`config.mk`:
```
export PLATFORM = sky130hd
export DESIGN_NAME = csr_top
export DESIGN_NICKNAME = d
export VERILOG_FILES = /design/src/design/csr_pkg.sv /design/src/design/csr_ctrl.sv /design/src/design/csr_store.sv /design/src/design/csr_top.sv /design/src/design/serial_csr.sv
export VERILOG_INCLUDE_DIRS = /design/src /design/src/design
export SDC_FILE = /design/constraint.sdc
export NUM_CORES = 1
export LEC_CHECK = 0
export ABC_CLOCK_PERIOD_IN_PS = 7400
export BUFFER_PORTS_ARGS = -buffer_cell sky130_fd_sc_hd__buf_2
export CORE_MARGIN = 3
export CORE_UTILIZATION = 42
export CTS_BUF_LIST = sky130_fd_sc_hd__clkbuf_2
export CTS_CLUSTER_SIZE = 30
export DETAILED_ROUTE_END_ITERATION = 8
export PLACE_DENSITY_LB_ADDON = 0.05
export SETUP_SLACK_MARGIN = 0.3
export SLEW_MARGIN = 10
export SYNTH_ARGS = -nofsm -noshare
export SYNTH_HDL_FRONTEND = slang
export SYNTH_SLANG_ARGS = --single-unit
export TNS_END_PERCENT = 30
```
`constraint.sdc`:
```
create_clock -name i_clk -period 7.4 [get_ports i_clk]
set_input_delay 0.37 -clock i_clk [delete_from_list [all_inputs] [get_ports i_clk]]
set_output_delay 0.37 -clock i_clk [all_outputs]
set_load 0.02 [all_outputs]
```
`src/design/csr_settings.svh`:
```
`ifndef CSR_SETTINGS_SVH
`define CSR_SETTINGS_SVH

// datapath and counter widths, xlen must equal 2**cnt_w
`define CSR_XLEN   32
`define CSR_CNT_W  5
`define CSR_ADDR_W 12

// machine and debug csr addresses
`define CSR_A_MSTATUS  12'h300
`define CSR_A_MISA     12'h301
`define CSR_A_MIE      12'h304
`define CSR_A_MTVEC    12'h305
`define CSR_A_MSCRATCH 12'h340
`define CSR_A_MEPC     12'h341
`define CSR_A_MCAUSE   12'h342
`define CSR_A_DCSR     12'h7B0

// csr_store register select codes
`define CSR_SEL_MSCRATCH 2'd0
`define CSR_SEL_MTVEC    2'd1
`define CSR_SEL_MEPC     2'd2

`endif

```
`src/design/csr_pkg.sv`:
```
package csr_pkg;

   // host commands
   typedef enum logic [2:0] {
      CMD_CSRRW = 3'd0,   // plain write
      CMD_CSRRS = 3'd1,   // set bits
      CMD_CSRRC = 3'd2,   // clear bits
      CMD_TRAP  = 3'd3,   // operand is trap pc
      CMD_MRET  = 3'd4,
      CMD_DRET  = 3'd5
   } csr_cmd_e;

   // per-bit source of the new csr bit
   typedef enum logic [1:0] {
      SRC_CSR = 2'b00,    // keep old bit
      SRC_EXT = 2'b01,
      SRC_SET = 2'b10,
      SRC_CLR = 2'b11
   } csr_src_e;

   typedef enum logic [2:0] {
      TK_IRQ    = 3'd0,
      TK_ECALL  = 3'd1,
      TK_EBREAK = 3'd2,
      TK_LOAD   = 3'd3,   // misaligned load
      TK_STORE  = 3'd4,   // misaligned store
      TK_JUMP   = 3'd5    // misaligned jump
   } trap_kind_e;

   typedef enum logic [1:0] {
      ST_IDLE,            // waiting for req
      ST_RUN,             // 32 bit cycles
      ST_DONE             // ack high until req drops
   } ctrl_state_e;

endpackage

```
`src/design/csr_ctrl.sv`:
```
`timescale 1ns/1ps
`include "csr_settings.svh"

module csr_ctrl (
   input  logic                      i_clk,
   input  logic                      i_rst_n,
   input  logic                      i_req,
   input  csr_pkg::csr_cmd_e         i_cmd,
   input  logic [`CSR_ADDR_W-1:0]    i_addr,
   input  logic [`CSR_XLEN-1:0]      i_wdata,
   input  csr_pkg::trap_kind_e       i_trap_kind,
   input  logic                      i_q,          // old csr bit, lsb first
   output logic                      o_ack,
   output logic [`CSR_XLEN-1:0]      o_rdata,
   output logic                      o_en,
   output logic [`CSR_CNT_W-1:0]     o_cnt,
   output csr_pkg::csr_src_e         o_src,
   output logic                      o_d,
   output logic                      o_mstatus_en,
   output logic                      o_mie_en,
   output logic                      o_mcause_en,
   output logic                      o_misa_en,
   output logic                      o_dcsr_en,
   output logic                      o_store_en,
   output logic [1:0]                o_store_sel,
   output logic                      o_trap,
   output logic                      o_mret,
   output logic                      o_dret,
   output logic                      o_e_op,
   output logic                      o_ebreak,
   output logic                      o_mem_op,
   output logic                      o_mem_cmd
);

   csr_pkg::ctrl_state_e        state;
   csr_pkg::csr_cmd_e           cmd_q;
   csr_pkg::trap_kind_e         kind_q;
   logic [`CSR_ADDR_W-1:0]      addr_q;
   logic [`CSR_XLEN-1:0]        op_sr;    // operand, shifted out lsb first
   logic                        accept;
   logic                        last;
   logic                        is_trap;

   assign accept = (state == csr_pkg::ST_IDLE) & i_req;
   assign o_en   = (state == csr_pkg::ST_RUN);
   assign o_ack  = (state == csr_pkg::ST_DONE);
   assign last   = o_en & (&o_cnt);          // bit 31
   assign o_d    = op_sr[0];

   always_ff @(posedge i_clk) begin
      if (!i_rst_n) begin
         state <= csr_pkg::ST_IDLE;
         o_cnt <= '0;
      end else begin
         case (state)
            csr_pkg::ST_IDLE: begin
               o_cnt <= '0;
               if (i_req)
                  state <= csr_pkg::ST_RUN;
            end
            csr_pkg::ST_RUN: begin
               o_cnt <= o_cnt + 1'b1;            // wraps back to 0 after bit 31
               if (&o_cnt)
                  state <= csr_pkg::ST_DONE;
            end
            csr_pkg::ST_DONE: if (!i_req) state <= csr_pkg::ST_IDLE;   // host let go
            default: state <= csr_pkg::ST_IDLE;
         endcase
      end
   end

   // command payload and the two serial shifters
   always_ff @(posedge i_clk) begin
      if (accept) begin
         cmd_q  <= i_cmd;
         addr_q <= i_addr;
         kind_q <= i_trap_kind;
         op_sr  <= i_wdata;
      end else if (o_en) begin
         op_sr   <= op_sr >> 1;
         o_rdata <= {i_q, o_rdata[`CSR_XLEN-1:1]};   // deserialize, msb enters last
      end
   end

   assign is_trap = (cmd_q == csr_pkg::CMD_TRAP);

   always_comb begin
      case (cmd_q)
         csr_pkg::CMD_CSRRW: o_src = csr_pkg::SRC_EXT;
         csr_pkg::CMD_CSRRS: o_src = csr_pkg::SRC_SET;
         csr_pkg::CMD_CSRRC: o_src = csr_pkg::SRC_CLR;
         default:            o_src = csr_pkg::SRC_CSR;   // trap and returns leave csrs alone
      endcase
   end

   // one csr enable from the address, trap reads mtvec
   always_comb begin
      o_mstatus_en = 1'b0;
      o_mie_en     = 1'b0;
      o_mcause_en  = 1'b0;
      o_misa_en    = 1'b0;
      o_dcsr_en    = 1'b0;
      o_store_en   = 1'b0;
      o_store_sel  = `CSR_SEL_MSCRATCH;
      if (is_trap) begin
         o_store_en  = 1'b1;
         o_store_sel = `CSR_SEL_MTVEC;          // mepc write rides on o_trap
      end else begin
         case (addr_q)
            `CSR_A_MSTATUS:  o_mstatus_en = 1'b1;
            `CSR_A_MISA:     o_misa_en    = 1'b1;
            `CSR_A_MIE:      o_mie_en     = 1'b1;
            `CSR_A_MCAUSE:   o_mcause_en  = 1'b1;
            `CSR_A_DCSR:     o_dcsr_en    = 1'b1;
            `CSR_A_MSCRATCH: o_store_en   = 1'b1;
            `CSR_A_MTVEC: begin
               o_store_en  = 1'b1;
               o_store_sel = `CSR_SEL_MTVEC;
            end
            `CSR_A_MEPC: begin
               o_store_en  = 1'b1;
               o_store_sel = `CSR_SEL_MEPC;
            end
            default: ;                          // unmapped, reads zero
         endcase
      end
   end

   // trap is held over the whole pass so mepc can load the pc
   assign o_trap    = o_en & is_trap;
   assign o_mret    = last & (cmd_q == csr_pkg::CMD_MRET);
   assign o_dret    = last & (cmd_q == csr_pkg::CMD_DRET);
   assign o_ebreak  = o_trap & (kind_q == csr_pkg::TK_EBREAK);
   assign o_e_op    = o_trap & ((kind_q == csr_pkg::TK_ECALL) | (kind_q == csr_pkg::TK_EBREAK));
   assign o_mem_cmd = o_trap & (kind_q == csr_pkg::TK_STORE);
   assign o_mem_op  = o_trap & ((kind_q == csr_pkg::TK_LOAD) | (kind_q == csr_pkg::TK_STORE));

endmodule

```
`src/design/csr_store.sv`:
```
`timescale 1ns/1ps
`include "csr_settings.svh"

module csr_store (
   input  logic        i_clk,
   input  logic        i_rst_n,
   input  logic        i_en,
   input  logic        i_store_en,
   input  logic [1:0]  i_store_sel,
   input  logic        i_trap,
   input  logic        i_d,          // operand bit, trap pc on a trap
   input  logic        i_csr_in,     // new bit from serial_csr
   output logic        o_rf_bit
);

   logic [`CSR_XLEN-1:0] mscratch;
   logic [`CSR_XLEN-1:0] mtvec;
   logic [`CSR_XLEN-1:0] mepc;
   logic                 sel_mscratch;
   logic                 sel_mtvec;
   logic                 sel_mepc;

   // one step of rotate right, new bit enters at the top
   function automatic logic [`CSR_XLEN-1:0] rot(input logic [`CSR_XLEN-1:0] r,
                                                input logic wr,
                                                input logic b);
      rot = {(wr ? b : r[0]), r[`CSR_XLEN-1:1]};
   endfunction

   assign sel_mscratch = i_store_en & (i_store_sel == `CSR_SEL_MSCRATCH);
   assign sel_mtvec    = i_store_en & (i_store_sel == `CSR_SEL_MTVEC);
   assign sel_mepc     = i_store_en & (i_store_sel == `CSR_SEL_MEPC);

   // current bit of whichever register is addressed
   assign o_rf_bit = (sel_mscratch & mscratch[0]) |
                     (sel_mtvec & mtvec[0])       |
                     (sel_mepc & mepc[0]);

   always_ff @(posedge i_clk) begin
      if (!i_rst_n) begin
         mscratch <= '0;
         mtvec    <= '0;
         mepc     <= '0;
      end else if (i_en) begin
         // all three rotate so they stay aligned with the bit counter
         mscratch <= rot(mscratch, sel_mscratch, i_csr_in);
         mtvec    <= rot(mtvec, sel_mtvec, i_csr_in);      // on trap csr_in is its own bit
         if (i_trap)
            mepc <= rot(mepc, 1'b1, i_d);                  // capture trap pc
         else
            mepc <= rot(mepc, sel_mepc, i_csr_in);
      end
   end

endmodule

```
`src/design/csr_top.sv`:
```
`timescale 1ns/1ps
`include "csr_settings.svh"

module csr_top (
   input  logic                    i_clk,
   input  logic                    i_rst_n,
   input  logic                    i_req,
   input  csr_pkg::csr_cmd_e       i_cmd,
   input  logic [`CSR_ADDR_W-1:0]  i_addr,
   input  logic [`CSR_XLEN-1:0]    i_wdata,
   input  csr_pkg::trap_kind_e     i_trap_kind,
   input  logic                    i_mtip,
   input  logic                    i_dbg_halt,
   input  logic                    i_dbg_reset,
   output logic                    o_ack,
   output logic [`CSR_XLEN-1:0]    o_rdata,
   output logic                    o_new_irq,
   output logic                    o_dbg_step
);

   logic                   en;
   logic [`CSR_CNT_W-1:0]  cnt;
   csr_pkg::csr_src_e      src;
   logic                   d;
   logic                   mstatus_en, mie_en, mcause_en, misa_en, dcsr_en;
   logic                   store_en;
   logic [1:0]             store_sel;
   logic                   trap, mret, dret;
   logic                   e_op, ebreak, mem_op, mem_cmd;   // trap kind decode
   logic                   q;          // old bit back to the controller
   logic                   csr_in;     // new bit into csr_store
   logic                   rf_bit;

   csr_ctrl u_ctrl (
      .i_clk(i_clk), .i_rst_n(i_rst_n), .i_req(i_req), .i_cmd(i_cmd),
      .i_addr(i_addr), .i_wdata(i_wdata), .i_trap_kind(i_trap_kind), .i_q(q),
      .o_ack(o_ack), .o_rdata(o_rdata), .o_en(en), .o_cnt(cnt), .o_src(src), .o_d(d),
      .o_mstatus_en(mstatus_en), .o_mie_en(mie_en), .o_mcause_en(mcause_en),
      .o_misa_en(misa_en), .o_dcsr_en(dcsr_en), .o_store_en(store_en),
      .o_store_sel(store_sel), .o_trap(trap), .o_mret(mret), .o_dret(dret),
      .o_e_op(e_op), .o_ebreak(ebreak), .o_mem_op(mem_op), .o_mem_cmd(mem_cmd)
   );

   serial_csr u_csr (
      .i_clk(i_clk), .i_rst_n(i_rst_n), .i_dbg_halt(i_dbg_halt),
      .i_dbg_reset(i_dbg_reset), .i_en(en), .i_cnt(cnt), .i_mtip(i_mtip),
      .i_trap(trap), .i_mret(mret), .i_dret(dret), .i_e_op(e_op), .i_ebreak(ebreak),
      .i_mem_op(mem_op), .i_mem_cmd(mem_cmd), .i_mstatus_en(mstatus_en),
      .i_mie_en(mie_en), .i_mcause_en(mcause_en), .i_misa_en(misa_en),
      .i_dcsr_en(dcsr_en), .i_src(src), .i_d(d), .i_rf_bit(rf_bit),
      .o_q(q), .o_csr_in(csr_in), .o_new_irq(o_new_irq), .o_dbg_step(o_dbg_step)
   );

   csr_store u_store (
      .i_clk(i_clk), .i_rst_n(i_rst_n), .i_en(en), .i_store_en(store_en),
      .i_store_sel(store_sel), .i_trap(trap), .i_d(d), .i_csr_in(csr_in),
      .o_rf_bit(rf_bit)
   );

endmodule

```
`src/design/serial_csr.sv`:
```
`timescale 1ns/1ps
`include "csr_settings.svh"

module serial_csr (
   input  logic                   i_clk,
   input  logic                   i_rst_n,
   input  logic                   i_dbg_halt,
   input  logic                   i_dbg_reset,
   input  logic                   i_en,
   input  logic [`CSR_CNT_W-1:0]  i_cnt,
   input  logic                   i_mtip,
   input  logic                   i_trap,
   input  logic                   i_mret,
   input  logic                   i_dret,
   input  logic                   i_e_op,
   input  logic                   i_ebreak,
   input  logic                   i_mem_op,
   input  logic                   i_mem_cmd,
   input  logic                   i_mstatus_en,
   input  logic                   i_mie_en,
   input  logic                   i_mcause_en,
   input  logic                   i_misa_en,
   input  logic                   i_dcsr_en,
   input  csr_pkg::csr_src_e      i_src,
   input  logic                   i_d,
   input  logic                   i_rf_bit,     // bit from csr_store
   output logic                   o_q,
   output logic                   o_csr_in,
   output logic                   o_new_irq,
   output logic                   o_dbg_step
);

   logic        mstatus_mie;
   logic        mstatus_mpie;     // not visible to software
   logic        mie_mtie;
   logic        mcause31;
   logic [3:0]  mcause3_0;
   logic        mcause_bit;
   logic        dcsr_step;
   logic        dcsr_ebreakm;
   logic [2:0]  dcsr_cause;
   logic        timer_irq;
   logic        timer_irq_r;
   logic        clr;              // reset or debug reset
   logic        csr_out;
   logic        cnt0to3, cnt2, cnt3, cnt4, cnt6, cnt7, cnt8, cnt15, cnt30, cnt_done;

   function automatic logic at_bit(input logic [`CSR_CNT_W-1:0] cnt, input int unsigned n);
      at_bit = (cnt == n[`CSR_CNT_W-1:0]);
   endfunction

   // bit strobes, only live during a run
   assign cnt0to3  = i_en & (i_cnt[`CSR_CNT_W-1:2] == '0);
   assign cnt2     = i_en & at_bit(i_cnt, 2);
   assign cnt3     = i_en & at_bit(i_cnt, 3);
   assign cnt4     = i_en & at_bit(i_cnt, 4);
   assign cnt6     = i_en & at_bit(i_cnt, 6);
   assign cnt7     = i_en & at_bit(i_cnt, 7);
   assign cnt8     = i_en & at_bit(i_cnt, 8);
   assign cnt15    = i_en & at_bit(i_cnt, 15);
   assign cnt30    = i_en & at_bit(i_cnt, 30);
   assign cnt_done = i_en & (&i_cnt);

   assign clr = !i_rst_n | i_dbg_reset;

   assign mcause_bit = cnt0to3  ? mcause3_0[0] :    // low code bits
                       cnt_done ? mcause31 : 1'b0;   // interrupt flag

   assign csr_out = (i_mstatus_en & cnt3 & mstatus_mie)  |
                    (i_mie_en & cnt7 & mie_mtie)         |
                    (i_misa_en & cnt4)                   |   // E extension
                    (i_misa_en & cnt30)                  |   // mxl = 32 bit
                    (i_dcsr_en & cnt30)                  |   // debug spec 1.0
                    (i_dcsr_en & cnt15 & dcsr_ebreakm)   |
                    (i_dcsr_en & cnt8 & dcsr_cause[2])   |
                    (i_dcsr_en & cnt7 & dcsr_cause[1])   |
                    (i_dcsr_en & cnt6 & dcsr_cause[0])   |
                    (i_dcsr_en & cnt2 & dcsr_step)       |
                    (i_mcause_en & mcause_bit)           |
                    i_rf_bit;

   always_comb begin
      case (i_src)
         csr_pkg::SRC_EXT: o_csr_in = i_d;
         csr_pkg::SRC_SET: o_csr_in = csr_out | i_d;
         csr_pkg::SRC_CLR: o_csr_in = csr_out & ~i_d;
         default:          o_csr_in = csr_out;
      endcase
   end

   assign o_q        = csr_out;
   assign o_dbg_step = dcsr_step;
   assign timer_irq  = i_mtip & mstatus_mie & mie_mtie;

   always_ff @(posedge i_clk) begin
      if (clr) begin
         timer_irq_r  <= 1'b0;
         o_new_irq    <= 1'b0;
         mie_mtie     <= 1'b0;
         mstatus_mie  <= 1'b0;
         mstatus_mpie <= 1'b0;
         mcause3_0    <= 4'd0;
         mcause31     <= 1'b0;
         dcsr_step    <= 1'b0;
         dcsr_ebreakm <= 1'b0;
         dcsr_cause   <= 3'd0;
      end else begin
         if (cnt_done) begin
            timer_irq_r <= timer_irq;
            o_new_irq   <= timer_irq & !timer_irq_r;   // rising edge only
         end
         if (i_mie_en & cnt7)
            mie_mtie <= o_csr_in;
         // cleared on trap, restored on mret, written at bit 3, never together
         if ((i_trap & cnt_done) | (i_mstatus_en & cnt3) | i_mret)
            mstatus_mie <= !i_trap & (i_mret ? mstatus_mpie : o_csr_in);
         if (i_trap & cnt_done)
            mstatus_mpie <= mstatus_mie;
         // irq 0111, ebreak 0011, ecall 1011, load 0100, store 0110, jump 0000
         if (i_trap & cnt_done) begin
            mcause3_0[3] <= i_e_op & !i_ebreak;
            mcause3_0[2] <= o_new_irq | i_mem_op;
            mcause3_0[1] <= o_new_irq | i_e_op | (i_mem_op & i_mem_cmd);
            mcause3_0[0] <= o_new_irq | i_e_op;
            mcause31     <= o_new_irq;
         end else if (i_mcause_en & cnt0to3) begin
            mcause3_0 <= {o_csr_in, mcause3_0[3:1]};  // serial write of code
         end else if (i_mcause_en & cnt_done) begin
            mcause31 <= o_csr_in;
         end
         if (i_dcsr_en & cnt2)
            dcsr_step <= o_csr_in;
         if (i_dcsr_en & cnt15)
            dcsr_ebreakm <= o_csr_in;
         if (i_dbg_halt)
            dcsr_cause <= 3'b011;          // halt request wins
         else if (i_dret)
            dcsr_cause <= 3'b000;          // leaving debug mode
         else if (i_ebreak)
            dcsr_cause <= 3'b001;
         else if (dcsr_step)
            dcsr_cause <= 3'b100;
      end
   end

endmodule

```
==> results of run 1 <==
## worst paths after layout
| path | slack (ps) | to |
|---|---|---|
| worst min-delay path | 290 | u_ctrl.addr_q[9] |
| worst max-delay path | 4570 | u_csr.dcsr_cause[2] |
| worst max register to register | 4570 | u_csr.dcsr_cause[2] |
| worst min register to register | 460 | u_store.mtvec[28] |
## power by group
group	internal (mW)	switching [mW]	leakage [nW]
logic	0.0748	0.0984	1.36
clock network	0.213	0.408	0.178
registers	1.21	0.0223	1.74
total	1.50	0.529	3.28
## cell usage in the layout, fill, tap and decap left out, types with 2 or more instances in the layout
cell type / Yosys / routed
nand2b_1: 7 / 6
nand3_1: 6 / 6
nor4bb_1: 2 / 2
buf_4: 0 / 4
and2_1: 7 / 7
nand4_1: 6 / 6
o21ai_0: 17 / 17
nor2_1: 23 / 23
nand3b_1: 7 / 7
dfxtp_1: 118 / 118
buf_2: 1 / 90
mux2_2: 32 / 32
bufinv_16: 0 / 3
inv_1: 11 / 10
nor4_1: 9 / 9
a21o_1: 2 / 2
a22oi_1: 5 / 5
and3_1: 4 / 4
edfxtp_1: 82 / 82
or2_2: 2 / 2
inv_6: 0 / 6
ha_1: 5 / 5
a21oi_1: 17 / 17
or4_1: 2 / 2
nor3b_1: 3 / 2
nand2_1: 201 / 201
dlygate4sd3_1: 0 / 55
nor4_2: 2 / 2
or3_1: 3 / 3
nor2b_1: 5 / 5
a21boi_0: 94 / 94
or4b_2: 2 / 2
clkbuf_2: 0 / 17
a31oi_1: 5 / 5
clkinv_8: 0 / 3
nor3_1: 8 / 8
a211oi_1: 4 / 4
## cell families (layout without fill, tap and decap cells)
group	Yosys count	count (layout)	share of synthesized area
AO/OA/AOI/OAI	158	158	0.143
XOR/XNOR	1	1	0.00109
adder cells (fa/ha/maj)	5	5	0.00779
buffers and inverters	56	192	0.0263
flip-flops	200	200	0.601
multiplexers	32	32	0.0449
other	0	1	0
AND/OR/NAND/NOR	307	307	0.177
## metrics by stage
step | cells | area [um^2]
after detailed placement | 1037 | 8650
after global placement | 1037 | 8650
after global routing | 1125 | 9510
after CTS | 1124 | 9510
after floorplan | 759 | 8030
final | 1125 | 9510
## routing by layer
layer	vias to the layer above	global-route usage	wire length, um
li1	2894	-	-
met1	2697	0.212	7660
met2	140	0.246	7140
met3	14	0.0410	796
met4	0	0.0417	155
met5	-	0	0
## final cells by class
type	instances	area (um^2)	area share
flip-flops and latches	200	4820	0.507
multi-input cells	503	3010	0.316
repair buffers	149	1030	0.108
well taps	229	287	0.0301
clock inverters	15	228	0.0239
clock buffers	17	85.1	0.00895
inverters	11	43.8	0.00460
diodes	1	2.50	0.000263
## sequential cells by signal (all words and copies together), names as in the netlist
register	count
u_ctrl.kind_q	3
u_csr.o_dbg_step	1
u_csr.mie_mtie	1
u_ctrl.addr_q	12
u_ctrl.o_cnt	5
u_csr.mstatus_mpie	1
u_csr.mcause31	1
u_csr.o_new_irq	1
u_store.mscratch	32
u_csr.mcause3_0	4
u_csr.timer_irq_r	1
u_csr.dcsr_ebreakm	1
u_store.mepc	32
u_csr.dcsr_cause	3
u_ctrl.cmd_q	3
u_ctrl.op_sr	32
u_ctrl.state	2
u_store.mtvec	32
u_ctrl.o_rdata	32
u_csr.mstatus_mie	1
## critical path: stages, from the launching register on
cell and delay [ps]:
dfxtp_1 570, nand2b_4 650, inv_4 310, and2_1 300, and4b_1 230, nor4_1 220
dlygate4sd3_1 580
## repair_timing
item                      in CTS  in global routing
hold buffers                  55                  0
setup buffers                  0                  0
resized for setup              0                  0
hold endpoints to repair      60                  0
==> reports/metrics.yaml, run 1 <==
synthesis:
  synth-edff-count: 82
  async_flop_share: 0
  synthCells: 759
  syn-num-nets: 820
  post-synth-top-count-cell: "nand2_1"
  synth.area.top_cells: "edfxtp_1 31%, dfxtp_1 29%, nand2_1 9.4%"
  yosys_warnings: 0
  seq_area_frac_synth: 0.601
  synth_common_cells: "201 x nand2_1, 118 x dfxtp_1, 94 x a21boi_0"
  syn-cell-area_um2: 8030
  synth_top_area_cell: "edfxtp_1"
  synth_seq_cells: 200
  synth-main-ff-cell: "dfxtp_1"
  synth_largest_type_area_fraction: 0.306
  synth.distinct_cells: 56
  avgSynthCellArea_um2: 10.6
critical_path:
  timing.critical_path.fanout_max: 62
  rr_worst_depth: 6
  critical_path_class: "register to register"
  startpoint_type: "register"
  crit_path_start: "u_ctrl.state[1]"
  worstPathRequired_ps: 8140
  cp.arrival_ps: 3570
  cp-end-kind: "register"
  r2r-start: "u_ctrl.state[1]"
die:
  die_h_um: 144
  chipWidth_um: 144
  core_area_um2: 18400
  io_pins: 91
  row_count: 49
  initial_core_util: 0.437
  dieArea_um2: 20800
sta:
  timing.final.ws_setup_ps: 4570
  finalClockSkew_ps: 55.6
  worst_margin_slew_ps: 1040
  max_freq_mhz: 354
  period_share: 0.382
  hold_violation_count_in_the_final_report: 0
  hold-worst-slack_ps: 294
  finalMaxSlewViolations: 0
  timing.setup.tns_ps: 0
  slew_headroom: 0.306
  min_period_ps: 2830
  finalSetupViolCount: 0
  rsz0062_at_grt: "false"
placement:
  port_buffers: 90
  hpwl_um: 9660
  detailedPlace.worstSlack_ps: 4610
  routabilityCongestion: 0.890
min_path:
  min-delay-start: "i_addr[9]"
  worstHoldPathCells: 2
  worstHoldPathType: "input port to register"
routing:
  totalWireLength_um: 15800
  remaining_drc_errors: 0
  routed_via_density: 5.11
  drt_iter0_markers: 331
  dr_total_vias: 5745
  detail_route.wl_per_cell_um: 14.0
  drt_pass1_iterations: 5
  antenna_left: 0
clock_network:
  clk_pin_slew_worst_paths_ps: 330
  cts.path.max_buffers: 2
  clock_tree.htree_level_count: 4
  clock_sinks: 200
  clock_tree.root_cell: "clkbuf_2"
  source_to_sink_clock_delay_at_the_later_pin_of_the_worst_skew_pair_ps: 750
  cts_inserted_buffers: 17
  tritoncts: "done"
global_routing:
  via_count_of_the_first_global_routing_pass: 5528
  grt_overflow: 0
  grt_antenna_before_repair: 1
  grt_start_max_net_pins: 107
  grt_pass1_wl_um: 26400
  grt.total_usage: 0.155
pwr:
  p_leak_nw: 3.28
  power.density_cell_area_nw_per_um2: 213
  vdd.ir_drop.worst_mv: 0.120
  total_power_after_layout_mw: 2.02
layout:
  layout.filler_cells: 1671
  finalNetCount: 943
  synthToLayoutAreaGrowth_pct: 18.4
  drive_gt1_frac: 0.196
  finalCoreUtilization: 0.517
run_status:
  outcome: "finished, final reports clean"
run:
  drv.max_cap_violation_count: 0
(Power assumes the default switching activity.)
==> run 2, diff against run 1 <==
--- a/config.mk
+++ b/config.mk
@@ -6,7 +6,8 @@
 export SDC_FILE = /design/constraint.sdc
 export NUM_CORES = 1
 export LEC_CHECK = 0
-export ABC_CLOCK_PERIOD_IN_PS = 7400
+export ABC_AREA = 1
+export ABC_CLOCK_PERIOD_IN_PS = 2300
 export BUFFER_PORTS_ARGS = -buffer_cell sky130_fd_sc_hd__buf_2
 export CORE_MARGIN = 3
 export CORE_UTILIZATION = 42
==> constraint.sdc (replaced) <==
create_clock -name i_clk -period 2.3 [get_ports i_clk]
set_input_delay 0.115 -clock i_clk [delete_from_list [all_inputs] [get_ports i_clk]]
set_output_delay 0.115 -clock i_clk [all_outputs]
set_load 0.02 [all_outputs]
==> run 2 against run 1 <==
Die area decreased by 2.5%. Highest routed layer unchanged. Sequential share of layout area decreased by 1.4 points. Worst hold slack got worse by 160 ps.
==> reports/metrics.yaml, run 2 <==
sta:
  finalMaxSlewViolations: 0  # unchanged
  rsz0062_at_grt: "true"  # was false
  timing.setup.tns_ps: 0  # unchanged
  worst_margin_slew_ps: 781  # was 1040 ps
  min_period_ps: 2010  # was 2830 ps
  hold_violation_count_in_the_final_report: 0  # unchanged
  finalSetupViolCount: 0  # unchanged
  max_freq_mhz: 497  # was 354 MHz
  slew_headroom: 0.479  # was 0.306
  finalClockSkew_ps: 28.9  # was 55.6 ps
  period_share: 0.876  # was 0.382
die:
  dieArea_um2: 20300  # was 20,800 um^2
  die_h_um: 142  # was 144 um
  io_pins: 91  # unchanged
  initial_core_util: 0.431  # was 0.437
  chipWidth_um: 142  # was 144 um
  row_count: 49  # unchanged
  core_area_um2: 18100  # was 18,400 um^2
layout:
  most_frequent_cells_in_the_layout: "227 x nor2_1, 148 x nand2_1, 112 x dfxtp_1"  # was 201 x nand2_1, 118 x dfxtp_1, 94 x a21boi_0
  drive_gt1_frac: 0.198  # was 0.196
  finalNetCount: 1122  # was 943
  synthToLayoutAreaGrowth_pct: 25.3  # was 18.4%
  stdcell_area_um2: 9800  # was 9510 um^2
  mostFrequentLayoutCell: "nor2_1"  # was nand2_1
routing:
  routed_via_density: 4.80  # was 5.11
  totalWireLength_um: 16600  # was 15,800 um
  drt_iter0_markers: 398  # was 331
  detail_route.wl_per_cell_um: 12.8  # was 14.0 um
  remaining_drc_errors: 0  # unchanged
  dr_total_vias: 6255  # was 5,745
  drt_pass1_iterations: 5  # unchanged
  antenna_left: 0  # unchanged
global_routing:
  via_count_of_the_first_global_routing_pass: 5910  # was 5,528
  grt_antenna_before_repair: 1  # unchanged
  grt_start_max_net_pins: 108  # was 107
  grt.total_usage: 0.167  # was 0.155
  grt_overflow: 0  # unchanged
  grt_pass1_wl_um: 28000  # was 26,400 um
min_path:
  worst_hold_path.endpoint: "u_ctrl.op_sr[13]"  # was u_ctrl.addr_q[9]
  min-delay-start: "i_wdata[13]"  # was i_addr[9]
  worstHoldPathType: "input port to register"  # unchanged
  worstHoldPathCells: 4  # was 2
critical_path:
  critical_path_class: "register to register"  # unchanged
  reg2reg_setup_slack_ps: 290  # was 4570 ps
  startpoint_type: "register"  # unchanged
  rr_worst_depth: 8  # was 6
  cp.arrival_ps: 2700  # was 3570 ps
  r2r-start: "u_ctrl.o_cnt[2]"  # was u_ctrl.state[1]
  crit-reg2reg-capture: "u_csr.mcause31"  # was u_csr.dcsr_cause[2]
  cp-end-kind: "register"  # unchanged
  worstPathRequired_ps: 2990  # was 8140 ps
  timing.critical_path.fanout_max: 6  # was 62
run:
  drv.max_cap_violation_count: 0  # unchanged
synthesis:
  yosys_warnings: 0  # unchanged
  synth_largest_type_area_fraction: 0.315  # was 0.306
  post-synth-top-count-cell: "nor2_1"  # was nand2_1
  synth_common_cells: "234 x nor2_1, 156 x nand2_1, 118 x dfxtp_1"  # was 201 x nand2_1, 118 x dfxtp_1, 94 x a21boi_0
  synth-main-ff-cell: "dfxtp_1"  # unchanged
  async_flop_share: 0  # unchanged
  synth_top_area_cell: "edfxtp_1"  # unchanged
  synthCells: 885  # was 759
  synth-edff-count: 82  # unchanged
  seq_area_frac_synth: 0.617  # was 0.601
  avgSynthCellArea_um2: 8.84  # was 10.6 um^2
  syn-cell-area_um2: 7830  # was 8030 um^2
  synth.area.top_cells: "edfxtp_1 31%, dfxtp_1 30%, nor2_1 11%"  # was edfxtp_1 31%, dfxtp_1 29%, nand2_1 9.4%
  synth.distinct_cells: 38  # was 56
  syn-num-nets: 946  # was 820
  synth_seq_cells: 200  # unchanged
clock_network:
  tritoncts: "done"  # unchanged
  clock_tree.htree_level_count: 4  # unchanged
  cts.path.max_buffers: 2  # unchanged
  clock_sinks: 200  # unchanged
  clk_pin_slew_worst_paths_ps: 290  # was 330 ps
  cts_inserted_buffers: 17  # unchanged
  source_to_sink_clock_delay_at_the_later_pin_of_the_worst_skew_pair_ps: 740  # was 750 ps
  clock_tree.root_cell: "clkbuf_2"  # unchanged
pwr:
  power.density_cell_area_nw_per_um2: 670  # was 213 nW/um^2
  p_leak_nw: 4.05  # was 3.28 nW
  vdd.ir_drop.worst_mv: 0.357  # was 0.120 mV
placement:
  hpwl_um: 9890  # was 9660 um
  placement.cell_area_um2: 8500  # was 8650 um^2
  routabilityCongestion: 0.866  # was 0.890
  port_buffers: 90  # unchanged
run_status:
  outcome: "finished, final reports clean"  # unchanged
==> run 2: cell count changes in the layout (fill, tap and decap cells not counted), moves of 8 or more <==
cell,previous run,this run
a21boi_0,94,0
buf_4,4,29
dlygate4sd3_1,55,74
inv_1,10,45
mux2_2,32,0
nand2_1,201,148
nand2_2,0,12
nand3_1,6,15
nor2_1,23,227
nor2_2,0,9
nor4_1,9,1
o21ai_0,17,105
==> run 2: worst max-delay path by stage <==
stage | end | startpoint | slack [ps] | cells past startpoint
after floorplan | u_ctrl.o_rdata[0] | u_ctrl.state[0] | 180 | 4
after global placement | u_csr.mstatus_mie | u_ctrl.o_cnt[1] | 150 | 16
after detailed placement | u_store.mepc[31] | u_ctrl.o_cnt[1] | 80 | 16
after CTS | u_store.mscratch[31] | u_ctrl.addr_q[4] | 300 | 14
after global routing | u_store.mepc[31] | u_ctrl.o_cnt[1] | 230 | 16
final | u_csr.mcause31 | u_ctrl.o_cnt[2] | 290 | 8
==> run 2: per-stage QoR <==
stage / hold slack [ps] / cells / power, mW / utilization / setup WS [ps]
after floorplan: 214 / 885 / 4.70 / - / 183
after global placement: 292 / 1173 / 4.91 / 0.469 / 155
after detailed placement: 293 / 1173 / 4.93 / 0.469 / 84.0
after CTS: 3.08 / 1286 / 6.64 / 0.526 / 301
after global routing: 33.0 / 1304 / 6.96 / 0.540 / 228
final: 138 / 1304 / 6.57 / 0.540 / 286
==> run 2: cell families (layout without fill, tap and decap cells) <==
group	count (synthesis)	count (layout)	synth area share
AO/OA/AOI/OAI	140	140	0.0926
adder cells (fa/ha/maj)	5	5	0.00799
buffers and inverters	93	282	0.0465
flip-flops	200	200	0.617
other	0	1	0
AND/OR/NAND/NOR	447	447	0.236
==> run 2: cell type report <==
type                            instances  area (um^2)
Fill cell                            1704         8340
Sequential cell                       200         4830
Multi-Input combinational cell        592         2780
Timing Repair Buffer                  197         1480
Tap cell                              229          287
Inverter                               53          199
Clock inverter                         15          136
Clock buffer                           17         85.1
Antenna cell                            1         2.50
==> run 2: metal layers <==
| layer | part of all wire | global-route usage | up-vias | routed length [um] |
|---|---|---|---|---|
| met5 | 0 | 0 | - | 0 |
| met4 | 0.0096 | 0.0395 | 0 | 160 |
| met3 | 0.038 | 0.0397 | 14 | 625 |
| met2 | 0.48 | 0.272 | 123 | 7960 |
| met1 | 0.47 | 0.228 | 2885 | 7900 |
| li1 | - | - | 3233 | - |
==> run 2: what timing repair did <==
item                                    4_1_cts  5_1_grt
setup buffers                                 8       16
pin swaps                                     5       16
resized for setup                            11       34
endpoints found under the hold margin        98        1
hold buffers                                 73        1
endpoints found under the setup margin       17       16
==> run 2: worst max-delay path, stage by stage, from the launching register on <==
cell and delay, ps:
dfxtp_4 440, nand2_1 130, nor2_4 180, ha_4 170, nand3_4 120, buf_4 160, nor4_1 440, nand4_1 170
a21oi_1 170
==> run 2: where the power goes <==
part | switching (mW) | leakage, nW | internal (mW)
Combinational | 0.499 | 2.15 | 0.345
Clock | 1.25 | 0.144 | 0.339
Sequential | 0.123 | 1.77 | 4.01
==> run 3, diff against run 2 <==
--- a/config.mk
+++ b/config.mk
@@ -7,14 +7,14 @@
 export NUM_CORES = 1
 export LEC_CHECK = 0
 export ABC_AREA = 1
-export ABC_CLOCK_PERIOD_IN_PS = 2300
+export ABC_CLOCK_PERIOD_IN_PS = 2200
 export BUFFER_PORTS_ARGS = -buffer_cell sky130_fd_sc_hd__buf_2
 export CORE_MARGIN = 3
 export CORE_UTILIZATION = 42
 export CTS_BUF_LIST = sky130_fd_sc_hd__clkbuf_2
 export CTS_CLUSTER_SIZE = 30
 export DETAILED_ROUTE_END_ITERATION = 8
-export PLACE_DENSITY_LB_ADDON = 0.05
+export PLACE_DENSITY_LB_ADDON = 0.3
 export SETUP_SLACK_MARGIN = 0.3
 export SLEW_MARGIN = 10
 export SYNTH_ARGS = -nofsm -noshare
==> constraint.sdc (replaced) <==
create_clock -name i_clk -period 2.2 [get_ports i_clk]
set_input_delay 0.11 -clock i_clk [delete_from_list [all_inputs] [get_ports i_clk]]
set_output_delay 0.11 -clock i_clk [all_outputs]
set_load 0.02 [all_outputs]
==> run 3 against run 2 <==
Final cell count rose by 0.84%. Design area increased by 0.64%. Clock skew increased by 4.8 ps. Sequential share of layout area down 0.30 points. Total power grew 3.3%. Register-to-register slack worse by 30 ps. Critical path type unchanged.
==> reports/metrics.yaml, run 3 (synthesized netlist as in run 2, its figures left out) <==
die:
  initial_core_util: 0.431  # unchanged
  io_pins: 91  # unchanged
  dieArea_um2: 20300  # unchanged
  chipWidth_um: 142  # unchanged
  die_h_um: 142  # unchanged
  row_count: 49  # unchanged
  core_area_um2: 18100  # unchanged
global_routing:
  via_count_of_the_first_global_routing_pass: 5605  # was 5,910
  grt_pass1_wl_um: 26600  # was 28,000 um
  grt_antenna_before_repair: 1  # unchanged
  grt.total_usage: 0.159  # was 0.167
  grt_start_max_net_pins: 127  # was 108
  grt_overflow: 0  # unchanged
layout:
  layout.filler_cells: 1599  # was 1,704
  mostFrequentLayoutCell: "nor2_1"  # unchanged
  stdcell_area_um2: 9870  # was 9800 um^2
  finalNetCount: 1129  # was 1,122
  instances_no_fill: 1315  # was 1,304
  drive_gt1_frac: 0.210  # was 0.198
  synthToLayoutAreaGrowth_pct: 26.1  # was 25.3%
  most_frequent_cells_in_the_layout: "227 x nor2_1, 141 x nand2_1, 113 x dfxtp_1"  # was 227 x nor2_1, 148 x nand2_1, 112 x dfxtp_1
routing:
  drt_pass1_iterations: 6  # was 5
  remaining_drc_errors: 0  # unchanged
  wl_met2_um: 7590  # was 7960 um
  routed_via_density: 4.81  # was 4.80
  route.layer.met1.wl_um: 8060  # was 7900 um
  dr_total_vias: 6320  # was 6,255
  antenna_left: 0  # unchanged
  highest_signal_layer_in_the_routed_design: "met4"  # unchanged
  totalWireLength_um: 16600  # about the same
  drt_iter0_markers: 374  # was 398
  detail_route.wl_per_cell_um: 12.6  # was 12.8 um
  wl_met3_um: 776  # was 625 um
pwr:
  p_seq_frac: 0.637  # was 0.630
  p_int_mw: 4.97  # was 4.70 mW
  pwr-share-comb: 0.130  # was 0.128
  vdd.ir_drop.worst_mv: 0.415  # was 0.357 mV
  power.net_switching_mw: 1.81  # was 1.87 mW
  netSwitchingFraction: 0.267  # was 0.285
  clock_network_fraction_of_total_power: 0.233  # was 0.242
  power.density_cell_area_nw_per_um2: 688  # was 670 nW/um^2
  p_leak_nw: 4.09  # was 4.05 nW
  total_power_after_layout_mw: 6.78  # was 6.57 mW
clock_network:
  tritoncts: "done"  # unchanged
  cts_inserted_buffers: 17  # unchanged
  source_to_sink_clock_delay_at_the_later_pin_of_the_worst_skew_pair_ps: 730  # was 740 ps
  cts.path.max_buffers: 2  # unchanged
  clock_tree.root_cell: "clkbuf_2"  # unchanged
  clock_sinks: 200  # unchanged
  clock_tree.htree_level_count: 4  # unchanged
  clk_pin_slew_worst_paths_ps: 250  # was 290 ps
sta:
  period_share: 0.883  # was 0.876
  worst_margin_slew_ps: 773  # was 781 ps
  hold_violation_count_in_the_final_report: 0  # unchanged
  finalSetupViolCount: 0  # unchanged
  finalMaxSlewViolations: 0  # unchanged
  min_period_ps: 1940  # was 2010 ps
  rsz0062_at_grt: "true"  # unchanged
  slew_headroom: 0.485  # was 0.479
  max_freq_mhz: 515  # was 497 MHz
  finalClockSkew_ps: 33.7  # was 28.9 ps
placement:
  port_buffers: 90  # unchanged
  placement.cell_area_um2: 8530  # was 8500 um^2
  hpwl_um: 9180  # was 9890 um
  routabilityCongestion: 0.904  # was 0.866
  place.detailed.instances: 1179  # was 1,173
critical_path:
  startpoint_type: "register"  # unchanged
  timing.critical_path.fanout_max: 7  # was 6
  critical_path_class: "register to register"  # unchanged
  cp-end-kind: "register"  # unchanged
  worstPathRequired_ps: 2850  # was 2990 ps
  cp.arrival_ps: 2590  # was 2700 ps
run:
  drv.max_cap_violation_count: 0  # unchanged
min_path:
  worstHoldPathType: "input port to register"  # unchanged
run_status:
  outcome: "finished, final reports clean"  # unchanged
## run 3: repair_timing
action	in CTS	in global routing
hold endpoints to repair	70	15
endpoints found under the setup margin	17	16
hold buffers	57	15
buffers inserted	16	11
pin swaps	16	21
resized for setup	24	34
## run 3: cell type report
class	count	area [um^2]	area share
sequential	200	4840	0.490
multi-input combinational	592	2820	0.286
timing repair buffer	204	1520	0.154
tap	229	287	0.0290
inverter	53	201	0.0204
clock buffer	23	115	0.0117
clock inverter	9	76.3	0.00774
antenna	5	12.5	0.00127
## run 3: routing by layer
metal	track usage	vias to the layer above
met1	0.229	2881
li1	-	3249
met4	0.0470	0
met5	0	-
met3	0.0400	18
met2	0.236	172
## run 3: path summary, 6_finish.rpt
check,endpoint,cells past startpoint,start,slack (ps)
worst min register to register,u_ctrl.o_rdata[12],0,u_ctrl.o_rdata[13],460
worst min-delay path,u_ctrl.addr_q[6],2,i_addr[6],130
worst max register to register,u_csr.dcsr_cause[0],11,u_ctrl.o_cnt[1],260
worst max-delay path,u_csr.dcsr_cause[0],11,u_ctrl.o_cnt[1],260
## run 3: stage by stage
| step | setup WS [ps] | hold slack, ps | setup TNS (ps) | utilization |
|---|---|---|---|---|
| final | 258 | 127 | 0 | 0.544 |
| after CTS | 301 | 2.24 | 0 | 0.524 |
| after global routing | 153 | -3.60 | 0 | 0.544 |
| after global placement | 84.9 | 288 | 0 | 0.470 |
| after detailed placement | -17.9 | 288 | -17.9 | 0.470 |
| after floorplan | 309 | 209 | 0 | - |
## run 3: power by group through the flow
stage	combinational [mW]	sequential (mW)	clock [mW]
global route	1.00	4.36	1.79
floorplan	0.501	4.41	0
CTS	0.837	4.32	1.63
detailed placement	0.742	4.40	0
finish	0.884	4.32	1.58
global placement	0.735	4.39	0
## run 3: worst max-delay path, stage by stage (launching register included)
cell and delay (ps):
dfxtp_2 400, ha_4 160, inv_4 40, nor2_4 130
ha_4 160, nand3_4 100, buf_12 160, o41ai_1 310
buf_4 190, nor2_1 50, a21oi_1 120, a21oi_1 70
